===== config.mk =====
export PLATFORM = sky130hd
export DESIGN_NAME = mmc_block_dev
export DESIGN_NICKNAME = d
export VERILOG_FILES = /design/src/mmc_pkg.sv /design/src/mmc_spi_engine.sv /design/src/mmc_sector_datapath.sv /design/src/mmc_card_sequencer.sv /design/src/mmc_block_dev.sv
export SDC_FILE = /design/constraint.sdc
export NUM_CORES = 1
export LEC_CHECK = 0
export BUFFER_PORTS_ARGS = -buffer_cell sky130_fd_sc_hd__buf_2
export CORE_ASPECT_RATIO = 0.6
export CORE_MARGIN = 5
export CORE_UTILIZATION = 50
export DETAILED_ROUTE_END_ITERATION = 7
export PLACE_DENSITY = 0.74
export SLEW_MARGIN = 20
export SYNTH_ARGS = -nofsm -noshare
export SYNTH_HDL_FRONTEND = slang
export SYNTH_SLANG_ARGS = --single-unit

===== constraint.sdc =====
create_clock -name clk -period 7.78 [get_ports clk]
set_input_delay 0.778 -clock clk [delete_from_list [all_inputs] [get_ports clk]]
set_output_delay 0.778 -clock clk [all_outputs]
set_load 0.05 [all_outputs]

===== src/mmc_pkg.sv =====
/*
 * Shared definitions for the MMC/SD SPI-mode block device controller:
 * card command bytes, tokens, sector sizes, SPI clock dividers and the
 * structs passed between the sequencer, the datapath and the SPI engine.
 */
package mmc_pkg;

   localparam int sector_words = 256;
   localparam int block_bytes = 512;

   // command index bytes, start and transmission bits included
   localparam logic [7:0] cmd_go_idle = 8'h40;
   localparam logic [7:0] cmd_send_op_cond = 8'h41;
   localparam logic [7:0] cmd_set_blocklen = 8'h50;
   localparam logic [7:0] cmd_read_single = 8'h51;
   localparam logic [7:0] cmd_write_single = 8'h58;

   localparam logic [7:0] crc_cmd0 = 8'h95;
   // card ignores crc once in spi mode
   localparam logic [7:0] crc_none = 8'h01;

   localparam logic [7:0] token_start = 8'hfe;
   localparam logic [7:0] byte_idle = 8'hff;
   localparam logic [7:0] r1_idle = 8'h01;
   localparam logic [7:0] r1_ready = 8'h00;

   localparam int init_clocks = 80;
   // sclk half period, counted in pairs of clk cycles
   localparam int div_slow = 4;
   localparam int div_fast = 1;

   typedef enum logic [2:0] {
      spi_none,
      spi_init,
      spi_send,
      spi_write,
      spi_read,
      spi_stop
   } spi_op_t;

   typedef struct packed {
      spi_op_t     op;
      logic [47:0] frame;
      logic [7:0]  data;
      logic        fast;
   } spi_req_t;

   typedef struct packed {
      logic       done;
      logic [7:0] rx;
   } spi_rsp_t;

   typedef enum logic [1:0] {
      host_reset = 2'd0,
      host_read = 2'd1,
      host_write = 2'd2
   } host_cmd_t;

   // one-cycle strobes from the sequencer to the sector datapath
   typedef struct packed {
      logic load_addr;
      logic clr_word;
      logic inc_word;
      logic cap_write;
      logic cap_lo;
      logic cap_hi;
   } dp_ctrl_t;

endpackage


===== src/mmc_spi_engine.sv =====
/*
 * SPI master for the card. Takes one request at a time from the sequencer
 * (init clocks, a 48-bit command frame, a byte out, a byte in or a stop
 * byte), runs it at slow or fast speed and returns done with the last byte.
 */
module mmc_spi_engine (
   input  logic              clk,
   input  logic              reset,
   input  mmc_pkg::spi_req_t req,
   output mmc_pkg::spi_rsp_t rsp,
   output logic              mmc_cs,
   output logic              mmc_sclk,
   output logic              mmc_do,
   input  logic              mmc_di
);

   logic        done;
   logic        speed;
   logic        tx_en;
   logic [3:0]  div_cnt;
   logic [3:0]  div_last;
   logic [7:0]  halves;
   logic [7:0]  half_count;
   logic [47:0] shift;
   logic        accept;
   logic        tick;

   assign accept = done && (req.op != mmc_pkg::spi_none);
   assign div_last = speed ? 4'(2 * mmc_pkg::div_fast - 1) : 4'(2 * mmc_pkg::div_slow - 1);
   assign tick = !done && (div_cnt == div_last);

   // sclk edges per operation
   always_comb
   begin
      case (req.op)
         mmc_pkg::spi_init: half_count = 8'(2 * mmc_pkg::init_clocks);
         mmc_pkg::spi_send: half_count = 8'd96;
         default:           half_count = 8'd16;
      endcase
   end

   always_ff @(posedge clk)
   begin
      if (reset)
      begin
         done <= 1'b1;
         speed <= 1'b0;
         tx_en <= 1'b0;
         div_cnt <= '0;
         halves <= '0;
         mmc_cs <= 1'b1;
         mmc_sclk <= 1'b0;
         mmc_do <= 1'b1;
      end
      else if (accept)
      begin
         done <= 1'b0;
         speed <= req.fast;
         tx_en <= (req.op == mmc_pkg::spi_send) || (req.op == mmc_pkg::spi_write);
         div_cnt <= '0;
         halves <= half_count;
         if (req.op == mmc_pkg::spi_send)
            mmc_cs <= 1'b0;
         else if (req.op == mmc_pkg::spi_init || req.op == mmc_pkg::spi_stop)
            mmc_cs <= 1'b1;
         if (req.op == mmc_pkg::spi_send)
            mmc_do <= req.frame[47];
         else if (req.op == mmc_pkg::spi_write)
            mmc_do <= req.data[7];
         else
            mmc_do <= 1'b1;
      end
      else if (tick)
      begin
         div_cnt <= '0;
         mmc_sclk <= !mmc_sclk;
         halves <= halves - 8'd1;
         // next bit goes out on the falling edge, line idles high
         if (mmc_sclk)
            mmc_do <= (tx_en && halves != 8'd1) ? shift[47] : 1'b1;
         if (halves == 8'd1)
            done <= 1'b1;
      end
      else if (!done)
      begin
         div_cnt <= div_cnt + 4'd1;
      end
   end

   // input sampled on the rising edge
   always_ff @(posedge clk)
   begin
      if (accept)
         shift <= (req.op == mmc_pkg::spi_send) ? req.frame : {req.data, 40'd0};
      else if (tick && !mmc_sclk)
         shift <= {shift[46:0], mmc_di};
   end

   assign rsp = '{done: done, rx: shift[7:0]};

endmodule


===== src/mmc_sector_datapath.sv =====
/*
 * Sector datapath. Holds the host write word and the assembled read word,
 * counts the words of one sector and forms the card byte address from
 * the host sector address when a command is started.
 */
module mmc_sector_datapath (
   input  logic              clk,
   input  logic              reset,
   input  logic              start,
   input  logic [22:0]       sector_addr,
   input  logic [15:0]       write_word,
   input  logic [7:0]        rx_byte,
   input  mmc_pkg::dp_ctrl_t ctrl,
   output logic [15:0]       read_word,
   output logic [7:0]        write_lo,
   output logic [7:0]        write_hi,
   output logic [31:0]       byte_addr,
   output logic              last_word
);

   localparam int cnt_bits = $clog2(mmc_pkg::sector_words);

   logic [cnt_bits-1:0] word_cnt;
   logic [15:0]         write_hold;

   always_ff @(posedge clk)
   begin
      if (reset)
         word_cnt <= '0;
      else if (ctrl.clr_word)
         word_cnt <= '0;
      else if (ctrl.inc_word)
         word_cnt <= word_cnt + 1'b1;
   end

   assign last_word = (word_cnt == cnt_bits'(mmc_pkg::sector_words - 1));

   // low byte arrives first on the card
   always_ff @(posedge clk)
   begin
      if (ctrl.cap_lo)
         read_word[7:0] <= rx_byte;
      if (ctrl.cap_hi)
         read_word[15:8] <= rx_byte;
      if (ctrl.cap_write)
         write_hold <= write_word;
      if (start && ctrl.load_addr)
         byte_addr <= 32'(sector_addr) * 32'(mmc_pkg::block_bytes);
   end

   assign write_lo = write_hold[7:0];
   assign write_hi = write_hold[15:8];

endmodule


===== src/mmc_card_sequencer.sv =====
/*
 * Card protocol FSM. Runs the SPI-mode start-up sequence, single block
 * read and single block write, drives the SPI engine one request at a
 * time and paces the host through the bd_* handshake.
 */
module mmc_card_sequencer (
   input  logic               clk,
   input  logic               reset,
   input  logic               bd_start,
   input  mmc_pkg::host_cmd_t bd_cmd,
   input  logic               bd_rd,
   input  logic               bd_wr,
   output logic               bd_bsy,
   output logic               bd_rdy,
   output logic               bd_iordy,
   output logic               bd_err,
   output mmc_pkg::spi_req_t  spi_req,
   input  mmc_pkg::spi_rsp_t  spi_rsp,
   output mmc_pkg::dp_ctrl_t  dp_ctrl,
   input  logic               last_word,
   input  logic [7:0]         write_lo,
   input  logic [7:0]         write_hi,
   input  logic [31:0]        byte_addr
);

   typedef enum logic [4:0] {
      s_idle, s_stop,
      r_init, r_cmd0, r_resp0, r_cmd1, r_resp1, r_cmd16, r_resp16, r_fin,
      c_cmd, c_resp,
      d_token, d_lo, d_hi, d_host, d_crc0, d_crc1,
      w_token, w_wait, w_lo, w_hi, w_ack, w_crc0, w_crc1, w_resp, w_busy
   } state_t;

   state_t             state;
   state_t             after_stop;
   mmc_pkg::host_cmd_t cmd_hold;
   mmc_pkg::spi_op_t   op;
   logic [47:0]        frame;
   logic [7:0]         data;
   logic [7:0]         cmd_rw;
   logic [7:0]         rx;
   logic               pending;
   logic               inited;
   logic               err;
   logic               xfer;

   assign rx = spi_rsp.rx;
   assign xfer = pending && spi_rsp.done;
   assign cmd_rw = (cmd_hold == mmc_pkg::host_write) ? mmc_pkg::cmd_write_single
                                                     : mmc_pkg::cmd_read_single;

   always_comb
   begin
      case (state)
         r_init:  op = mmc_pkg::spi_init;
         r_cmd0, r_cmd1, r_cmd16, c_cmd: op = mmc_pkg::spi_send;
         w_token, w_lo, w_hi, w_crc0, w_crc1: op = mmc_pkg::spi_write;
         s_stop:  op = mmc_pkg::spi_stop;
         s_idle, r_fin, d_host, w_wait, w_ack: op = mmc_pkg::spi_none;
         default: op = mmc_pkg::spi_read;
      endcase
      case (state)
         r_cmd0:  frame = {mmc_pkg::cmd_go_idle, 32'd0, mmc_pkg::crc_cmd0};
         r_cmd1:  frame = {mmc_pkg::cmd_send_op_cond, 32'd0, mmc_pkg::crc_none};
         r_cmd16: frame = {mmc_pkg::cmd_set_blocklen, 32'(mmc_pkg::block_bytes),
                           mmc_pkg::crc_none};
         default: frame = {cmd_rw, byte_addr, mmc_pkg::crc_none};
      endcase
      case (state)
         w_token: data = mmc_pkg::token_start;
         w_lo:    data = write_lo;
         w_hi:    data = write_hi;
         default: data = mmc_pkg::byte_idle;
      endcase
   end

   // op is dropped once the engine has taken the request
   assign spi_req = '{op: pending ? mmc_pkg::spi_none : op, frame: frame, data: data,
                      fast: inited};

   always_ff @(posedge clk)
   begin
      if (reset)
      begin
         state <= s_idle;
         after_stop <= s_idle;
         cmd_hold <= mmc_pkg::host_reset;
         pending <= 1'b0;
         inited <= 1'b0;
         err <= 1'b0;
      end
      else
      begin
         if (op != mmc_pkg::spi_none)
            pending <= !spi_rsp.done;
         case (state)
            s_idle:
            begin
               if (bd_start && bd_cmd != 2'd3)
               begin
                  cmd_hold <= bd_cmd;
                  err <= 1'b0;
                  if (bd_cmd == mmc_pkg::host_reset)
                     inited <= 1'b0;
                  // auto init when no reset has been run yet
                  if (bd_cmd == mmc_pkg::host_reset || !inited)
                     state <= r_init;
                  else
                     state <= c_cmd;
               end
            end
            s_stop:   if (xfer) state <= after_stop;
            r_init:   if (xfer) state <= r_cmd0;
            r_cmd0:   if (xfer) state <= r_resp0;
            r_resp0:
            begin
               if (xfer && rx == mmc_pkg::r1_idle)
               begin
                  after_stop <= r_cmd1;
                  state <= s_stop;
               end
               else if (xfer && rx != mmc_pkg::byte_idle)
                  state <= r_init;
            end
            r_cmd1:   if (xfer) state <= r_resp1;
            r_resp1:
            begin
               if (xfer && rx != mmc_pkg::byte_idle)
               begin
                  after_stop <= (rx == mmc_pkg::r1_ready) ? r_cmd16 : r_cmd1;
                  state <= s_stop;
               end
            end
            r_cmd16:  if (xfer) state <= r_resp16;
            r_resp16:
            begin
               if (xfer && rx != mmc_pkg::byte_idle)
               begin
                  after_stop <= (rx == mmc_pkg::r1_ready) ? r_fin : r_cmd16;
                  state <= s_stop;
               end
            end
            r_fin:
            begin
               inited <= 1'b1;
               state <= (cmd_hold == mmc_pkg::host_reset) ? s_idle : c_cmd;
            end
            c_cmd:    if (xfer) state <= c_resp;
            c_resp:
            begin
               if (xfer && rx == mmc_pkg::r1_ready)
                  state <= (cmd_hold == mmc_pkg::host_write) ? w_token : d_token;
               else if (xfer && rx != mmc_pkg::byte_idle)
               begin
                  err <= 1'b1;
                  after_stop <= s_idle;
                  state <= s_stop;
               end
            end
            d_token:  if (xfer && rx == mmc_pkg::token_start) state <= d_lo;
            d_lo:     if (xfer) state <= d_hi;
            d_hi:     if (xfer) state <= d_host;
            d_host:   if (bd_rd) state <= last_word ? d_crc0 : d_lo;
            d_crc0:   if (xfer) state <= d_crc1;
            w_token:  if (xfer) state <= w_wait;
            w_wait:   if (bd_wr) state <= w_lo;
            w_lo:     if (xfer) state <= w_hi;
            w_hi:     if (xfer) state <= w_ack;
            w_ack:    if (!bd_wr) state <= last_word ? w_crc0 : w_wait;
            w_crc0:   if (xfer) state <= w_crc1;
            w_crc1:   if (xfer) state <= w_resp;
            w_resp:
            begin
               // data response is xxx0_0101 when accepted
               if (xfer && rx != mmc_pkg::byte_idle)
               begin
                  if (rx[4:0] != 5'b00101)
                     err <= 1'b1;
                  state <= w_busy;
               end
            end
            // d_crc1 and w_busy end the transfer with a stop byte
            default:
            begin
               if (xfer && (state == d_crc1 || rx != 8'h00))
               begin
                  after_stop <= s_idle;
                  state <= s_stop;
               end
            end
         endcase
      end
   end

   assign bd_bsy = (state != s_idle);
   assign bd_rdy = (state == s_idle) || (state == d_host) || (state == w_wait);
   assign bd_iordy = (state == d_host) || (state == w_ack);
   assign bd_err = err;

   assign dp_ctrl = '{
      load_addr: (state == s_idle),
      clr_word:  (state == c_resp) && xfer && (rx == mmc_pkg::r1_ready),
      inc_word:  ((state == d_host) && bd_rd) || ((state == w_ack) && !bd_wr),
      cap_write: (state == w_wait) && bd_wr,
      cap_lo:    (state == d_lo) && xfer,
      cap_hi:    (state == d_hi) && xfer
   };

endmodule


===== src/mmc_block_dev.sv =====
/*
 * MMC/SD block device controller in SPI mode, top level. The host starts
 * a reset, read or write of one 512-byte sector and moves the data as
 * 16-bit words over the bd_* pins; the card hangs on the mmc_* pins.
 */
module mmc_block_dev (
   input  logic               clk,
   input  logic               reset,
   input  mmc_pkg::host_cmd_t bd_cmd,
   input  logic               bd_start,
   output logic               bd_bsy,
   output logic               bd_rdy,
   output logic               bd_err,
   input  logic [22:0]        bd_addr,
   input  logic [15:0]        bd_data_in,
   output logic [15:0]        bd_data_out,
   input  logic               bd_rd,
   input  logic               bd_wr,
   output logic               bd_iordy,
   output logic               mmc_cs,
   output logic               mmc_sclk,
   output logic               mmc_do,
   input  logic               mmc_di
);

   mmc_pkg::spi_req_t spi_req;
   mmc_pkg::spi_rsp_t spi_rsp;
   mmc_pkg::dp_ctrl_t dp_ctrl;
   logic              last_word;
   logic [7:0]        write_lo;
   logic [7:0]        write_hi;
   logic [31:0]       byte_addr;

   mmc_card_sequencer sequencer_inst (
      .clk       (clk),
      .reset     (reset),
      .bd_start  (bd_start),
      .bd_cmd    (bd_cmd),
      .bd_rd     (bd_rd),
      .bd_wr     (bd_wr),
      .bd_bsy    (bd_bsy),
      .bd_rdy    (bd_rdy),
      .bd_iordy  (bd_iordy),
      .bd_err    (bd_err),
      .spi_req   (spi_req),
      .spi_rsp   (spi_rsp),
      .dp_ctrl   (dp_ctrl),
      .last_word (last_word),
      .write_lo  (write_lo),
      .write_hi  (write_hi),
      .byte_addr (byte_addr)
   );

   mmc_sector_datapath datapath_inst (
      .clk         (clk),
      .reset       (reset),
      .start       (bd_start),
      .sector_addr (bd_addr),
      .write_word  (bd_data_in),
      .rx_byte     (spi_rsp.rx),
      .ctrl        (dp_ctrl),
      .read_word   (bd_data_out),
      .write_lo    (write_lo),
      .write_hi    (write_hi),
      .byte_addr   (byte_addr),
      .last_word   (last_word)
   );

   mmc_spi_engine spi_engine_inst (
      .clk      (clk),
      .reset    (reset),
      .req      (spi_req),
      .rsp      (spi_rsp),
      .mmc_cs   (mmc_cs),
      .mmc_sclk (mmc_sclk),
      .mmc_do   (mmc_do),
      .mmc_di   (mmc_di)
   );

endmodule


==> qor_table.md, run 1 <==
| Parameter | This run | Unit |
|---|---|---|
| Count of pins on the block boundary | 70 | - |
| Slowest-stage cell, CP | nor4_1 | - |
| Antenna cells | 0 | - |
| Net count after synthesis | 689 | - |
| Fraction of final layout cells with drive strength greater than 1 | 0.182 | - |
| First-pass DRT Iterations | 5 | - |
| First DRT Iteration DRCs | 523 | - |
| Clk Latency, worst-skew pair | 0.42 | ns |
| Area added between synthesis and finish | 15.8 | % |
| Die width | 161 | um |
| Run status | complete, no violations | - |
| Fraction of the cycle the final worst path needs | 0.503 | - |
| Detailed-route wire length per cell | 19.4 | um |
| Crit end category | flip-flop | - |
| Synth Flop Type | edfxtp_1 | - |
| FF-to-FF Start | sequencer_inst.state[3] | - |
| VDD IR-drop max | 0.184 | mV |
| Required time of the critical path | 8.13 | ns |
| Clock sink total | 146 | - |
| Via count of the first global-routing pass | 5,076 | - |
| Initial core utilization | 0.506 | - |
| CP Class | reg -> reg | - |
| Worst path max stage delay | 0.55 | ns |
| Post-synthesis async set-or-reset flop share | 0 | - |
| Count of max-cap constraint violations | 0 | - |
| Depth of the most critical reg-to-reg path | 11 | - |
| DIE AREA | 0.0163 | mm^2 |
| Worst Path Max Fanout | 31 | - |
| HP Start | spi_engine_inst.tx_en | - |
| Pin count of the biggest net entering global routing | 63 | - |
| Yosys warning total | 0 | - |
| Leakage Power | 2.91 | nW |
| Cells along the critical path | buf_4, nand2b_1, o22ai_1, a41o_1, nor4_1, a31oi_1, a211oi_2, inv_1, ha_1, or4_1, o21ai_0 | - |
| CTS root buffer | clkbuf_16 | - |
| Critical Path Start Type | flip-flop | - |
| Setup clock skew after layout | 0.00942 | ns |
| Arrival time of the worst setup path | 4.26 | ns |
| Max H-tree Level | 4 | - |
| Cells after DPL | 851 | - |
| Terminating pin of the worst hold path | spi_engine_inst.tx_en | - |
| Post-route non-filler standard cell count | 883 | - |
| Row count | 33 | - |
| Post-detail-place hpwl | 12.0 | mm |
| Unique masters post-synth | 70 | - |
| Worst rel slew slack | 0.347 | - |
| Core Region | 0.0136 | mm^2 |
| Setup TNS Final | 0 | ns |
| Total chip power | 3.28 | mW |
| Reg2reg setup slack | 3.87 | ns |
| Y dimension of the die | 101 | um |
| Net total in the final layout | 752 | - |
| Clock buffer depth | 2 | - |
| Number of failing setup endpoints in the final timing report | 0 | - |
| Count of hold-fix buffers inserted at cts | 0 | - |
| Seq/Total Area, Yosys | 0.575 | - |
| Antenna-violating nets left | 0 | - |
| DR vias | 5,367 | - |
| Drt total wl | 17.1 | mm |
| Final hold vios | 0 | - |
| Overall track demand over capacity in global routing | 0.214 | - |
| Fmax | 256 | MHz |
| Global route total overflow | 0 | - |
| Cell count after synthesis | 632 | - |
| Post-synthesis instance area | 0.00688 | mm^2 |
| Initial antenna violation count | 0 | - |
| Final critical delay including setup and external delays | 3.91 | ns |
| RSZ-0062 raised after global routing | false | - |
| Number of synthesized register bits | 146 | - |
| Number of buffers added by the clock tree synthesis step | 17 | - |
| Hold Path Class | reg -> reg | - |
| Clk pin slew, worst setup/hold paths | 0.07 | ns |
| Number of input and output port buffers inserted | 69 | - |
| Post-Syn Area per Cell | 10.9 | um^2 |
| Postcts setup bufs | 0 | - |
| Max Slew Vio Count | 0 | - |
| CTS tree | yes | - |
| Final weighted congestion of routability-driven global placement | 0.958 | - |
| Global-route wire length before repair | 27.2 | mm |
| Post-detailed-route via-to-cell ratio | 6.08 | - |
| Worst R2R End | sequencer_inst.op[0] | - |
| Number of synthesized flops with an enable pin | 103 | - |
| Post-route DRC violation count | 0 | - |
| Gates resized, CTS repair | 0 | - |
| Transition time of the tightest slew-check pin | 0.969 | ns |
| Ratio of total power to cell area | 412 | mW/mm^2 |
| Number of stages on the worst hold path | 2 | - |
flip-flops by register name, summed over array words and instances (netlist names), 2 cells and up:
register                   flops
spi_engine_inst.shift         48
datapath_inst.byte_addr       23
datapath_inst.read_word       16
datapath_inst.write_hold      16
datapath_inst.word_cnt         8
spi_engine_inst.halves         8
sequencer_inst.state           5
sequencer_inst.after_stop      4
spi_engine_inst.div_cnt        4
sequencer_inst.op              3
sequencer_inst.cmd_hold        2
layout make-up:
class                           count  area (um^2)
Fill cell                        1094         5620
Sequential cell                   146         3950
Multi-Input combinational cell    437         2740
Clock buffer                       18          439
Timing Repair Buffer               80          428
Tap cell                          175          219
Clock inverter                     14          140
Inverter                           13         48.8
worst max-delay path, delay by kind of cell, from the launching register on:
kind,cells,cell delay (ns)
adder cells (fa/ha/maj),1,0.34
flip-flops,1,0.31
buffers and inverters,2,0.47
AO/OA/AOI/OAI,5,1.30
AND/OR/NAND/NOR,3,1.41
worst max-delay path by stage:
stage	start	endpoint	slack, ns
detailed placement	bd_wr	sequencer_inst.op[0]	3.88
global route	sequencer_inst.state[4]	sequencer_inst.op[1]	3.62
floorplan	spi_engine_inst.div_cnt[1]	spi_engine_inst.shift[0]	2.65
global placement	bd_wr	sequencer_inst.op[0]	4.08
finish	sequencer_inst.state[3]	sequencer_inst.op[0]	3.87
CTS	sequencer_inst.state[3]	sequencer_inst.op[0]	3.95
per-layer routing:
metal | vias up | routed length [um] | GRT usage
met4 | 0 | 200 | 0.0616
met2 | 268 | 7220 | 0.308
met3 | 25 | 1680 | 0.0691
met1 | 2565 | 8040 | 0.311
met5 | - | 0 | 0
li1 | 2509 | - | -
cell usage after synthesis, types with 12 or more instances:
| master | count | area (um^2) |
|---|---|---|
| and2_1 | 17 | 106 |
| nor3_1 | 22 | 110 |
| nor2_1 | 50 | 188 |
| nand4_1 | 13 | 81.3 |
| inv_1 | 13 | 48.8 |
| o21ai_0 | 34 | 170 |
| nand2_1 | 49 | 184 |
| dfxtp_1 | 43 | 861 |
| edfxtp_1 | 103 | 3090 |
| clkbuf_1 | 26 | 97.6 |
| nand3_1 | 12 | 60.1 |
| a22o_1 | 23 | 201 |
| a21oi_1 | 44 | 220 |
power breakdown:
part           switching (mW)  internal, mW
logic                   0.770         0.414
registers               0.114          1.18
clock network           0.349         0.458
layout by cell type, fill, tap and decap left out, types with 13 or more instances in the layout:
| cell type | instances |
|---|---|
| and2_1 | 17 |
| a22o_1 | 23 |
| nor2_1 | 49 |
| nand4_1 | 13 |
| nor3_1 | 22 |
| edfxtp_1 | 103 |
| clkbuf_16 | 17 |
| a21oi_1 | 44 |
| nand2_1 | 49 |
| buf_2 | 69 |
| inv_1 | 13 |
| o21ai_0 | 33 |
| dfxtp_1 | 43 |
metrics by stage:
step           worst slack, ns  utilization  hold WS (ns)  cell area, um^2
2_1_floorplan             2.65            -         0.427             6880
3_3_place_gp              4.08        0.544         0.440             7390
3_5_place_dp              3.88        0.544         0.443             7390
4_1_cts                   3.95        0.586         0.451             7970
5_1_grt                   3.62        0.587         0.463             7970
6_report                  3.87        0.587         0.452             7970
cell families after synthesis:
group / Yosys count / synth area share
compound gates: 165 / 0.160
xor+xnor: 14 / 0.0178
fa+ha+maj: 10 / 0.0182
buf+inv: 49 / 0.0293
flops: 146 / 0.575
mux: 10 / 0.0147
simple gates: 238 / 0.185
No activity file was read; power rests on OpenSTA's default activity.
==> run 2, diff against run 1 <==
==> constraint.sdc (replaced) <==
create_clock -name clk -period 3.8 [get_ports clk]
set_input_delay 0.38 -clock clk [delete_from_list [all_inputs] [get_ports clk]]
set_output_delay 0.38 -clock clk [all_outputs]
set_load 0.05 [all_outputs]
==> run 2 against run 1 <==
  * First-iteration DRC count rose by 4.4%
  * Worst hold slack got worse by 0.32 ns
  * Sequential power rose by 110%
  * Utilization rose by 1.2 points
  * Largest cell class unchanged
==> qor_table.md, run 2 (synthesis results as in run 1) <==
| Parameter | This run | Unit |
|---|---|---|
| Hold Path Class | in -> reg | - |
| Count of hold-fix buffers inserted at cts | 0 | - |
| Initial core utilization | 0.506 | - |
| Area post-placement | 0.00754 | mm^2 |
| Number of input and output port buffers inserted | 69 | - |
| Count of max-cap constraint violations | 0 | - |
| Net total in the final layout | 776 | - |
| Clock sink total | 146 | - |
| Global-route wire length before repair | 28.8 | mm |
| Cell occurring most often along the worst timing path | or3_1 | - |
| Number of buffers added by the clock tree synthesis step | 17 | - |
| Final critical delay including setup and external delays | 3.69 | ns |
| Y dimension of the die | 101 | um |
| Post-route non-filler standard cell count | 907 | - |
| CTS tree | yes | - |
| Fmax | 271 | MHz |
| Core Region | 0.0136 | mm^2 |
| Number of cells on the critical path | 10 | - |
| Fraction of final layout cells with drive strength greater than 1 | 0.214 | - |
| Post-detailed-route via-to-cell ratio | 6.05 | - |
| Area taken by multi-input logic gates | 0.00275 | mm^2 |
| Via count of the first global-routing pass | 5,235 | - |
| Final hold vios | 0 | - |
| Ratio of total power to cell area | 841 | mW/mm^2 |
| VDD IR-drop max | 0.675 | mV |
| Largest Register | spi_engine_inst.shift | - |
| Commonest cells after routing, fill and taps aside | edfxtp_1 (103), buf_2 (69), nor2_1 (50) | - |
| Count of pins on the block boundary | 70 | - |
| Required time of the critical path | 4.13 | ns |
| Pin count of the biggest net entering global routing | 62 | - |
| Setup clock skew after layout | 0.0141 | ns |
| CTS root buffer | clkbuf_16 | - |
| Worst path max stage delay | 0.61 | ns |
| Cells after DPL | 872 | - |
| Overall track demand over capacity in global routing | 0.227 | - |
| Clk pin slew, worst setup/hold paths | 0.06 | ns |
| CP Class | reg -> reg | - |
| Register area | 0.00396 | mm^2 |
| Slowest-stage cell, CP | or4_4 | - |
| Detailed-route wire length per cell | 20.3 | um |
| Max H-tree Level | 4 | - |
| Number of failing setup endpoints in the final timing report | 0 | - |
| Global route total overflow | 0 | - |
| DIE AREA | 0.0163 | mm^2 |
| Die width | 161 | um |
| Depth of the most critical reg-to-reg path | 10 | - |
| Antenna cells | 0 | - |
| Post-route design area | 0.00813 | mm^2 |
| Clk Latency, worst-skew pair | 0.42 | ns |
| Cells along the critical path | or4_4, or3_1, or3_1, nand4_1, a31oi_1, a211oi_2, inv_1, ha_1, or4_1, o21ai_0 | - |
| Fraction of the cycle the final worst path needs | 0.971 | - |
| Antenna-violating nets left | 0 | - |
| Top Family by Delay on Critical Path | simple AND/OR/NAND/NOR gates | - |
| Leakage Power | 3.01 | nW |
| Number of stages on the worst hold path | 1 | - |
| DR vias | 5,484 | - |
| Critical Path Start Type | flip-flop | - |
| Buffers plus inverters on the worst setup path | 1 | - |
| Clock buffer depth | 2 | - |
| Layout filler cell count | 1,138 | - |
| Worst rel slew slack | 0.370 | - |
| Crit end category | flip-flop | - |
| Worst Path Max Fanout | 6 | - |
| Max Slew Vio Count | 0 | - |
| Post-detail-place hpwl | 13.1 | mm |
| Drt total wl | 18.4 | mm |
| Most common cell after layout, fill and taps aside | edfxtp_1 | - |
| Number of flip-flops under the largest register name | 48 | - |
| Area added between synthesis and finish | 18.2 | % |
| Largest registers ranked by flip-flop count | spi_engine_inst.shift: 48 flops, datapath_inst.byte_addr: 23 flops | - |
| Total chip power | 6.84 | mW |
| Row count | 33 | - |
| First-pass DRT Iterations | 5 | - |
| Transition time of the tightest slew-check pin | 0.935 | ns |
| Final weighted congestion of routability-driven global placement | 0.971 | - |
| Arrival time of the worst setup path | 4.01 | ns |
| Initial antenna violation count | 0 | - |
| Run status | complete, no violations | - |
| Post-route DRC violation count | 0 | - |
| First DRT Iteration DRCs | 546 | - |
## run 2: what timing repair did
| action | CTS | global route |
|---|---|---|
| gates resized for setup | 0 | 6 |
| endpoints found under the setup margin | 0 | 3 |
| buffers inserted | 0 | 3 |
## run 2: metrics by stage
| step | setup TNS (ns) | util | setup WS [ns] | hold WS, ns |
|---|---|---|---|---|
| 3_5_place_dp | 0 | 0.555 | 0.107 | 0.443 |
| 4_1_cts | 0 | 0.596 | 0.0785 | 0.124 |
| 2_1_floorplan | 0 | - | 0.418 | 0.427 |
| 5_1_grt | -0.00119 | 0.598 | -0.00119 | 0.120 |
| 3_3_place_gp | 0 | 0.555 | 0.260 | 0.438 |
| 6_report | 0 | 0.598 | 0.112 | 0.136 |
## run 2: area by class of cell
type,instances,share of cell area
Tap cell,175,0.0269
Clock inverter,15,0.0152
Multi-Input combinational cell,437,0.338
Clock buffer,17,0.0523
Inverter,13,0.00600
Timing Repair Buffer,104,0.0748
Sequential cell,146,0.487
## run 2: worst register-to-register path: stages (launching register included)
cell and delay, ns:
edfxtp_1 0.46, or4_4 0.61, or3_1 0.35, or3_1 0.39, nand4_1 0.14, a31oi_1 0.14
a211oi_2 0.36, inv_1 0.17, ha_1 0.34, or4_1 0.54, o21ai_0 0.10
## run 2: path summary, 6_finish.rpt
check | from | to | slack (ns)
min reg2reg | spi_engine_inst.tx_en | spi_engine_inst.tx_en | 0.45
min | bd_data_in[13] | datapath_inst.write_hold[13] | 0.14
max | spi_engine_inst.shift[2] | sequencer_inst.op[0] | 0.11
max reg2reg | spi_engine_inst.shift[2] | sequencer_inst.op[0] | 0.11
## run 2: metal layers
metal	vias to the layer above	GRT usage	part of all wire
met4	0	0.0544	0.013
met3	22	0.0699	0.095
li1	2566	-	-
met2	252	0.319	0.42
met5	-	0	0
met1	2644	0.345	0.47
## run 2: power breakdown
group	internal, mW	switching, mW
sequential	2.41	0.285
clock	0.852	0.711
combinational	0.964	1.62
total	4.23	2.61
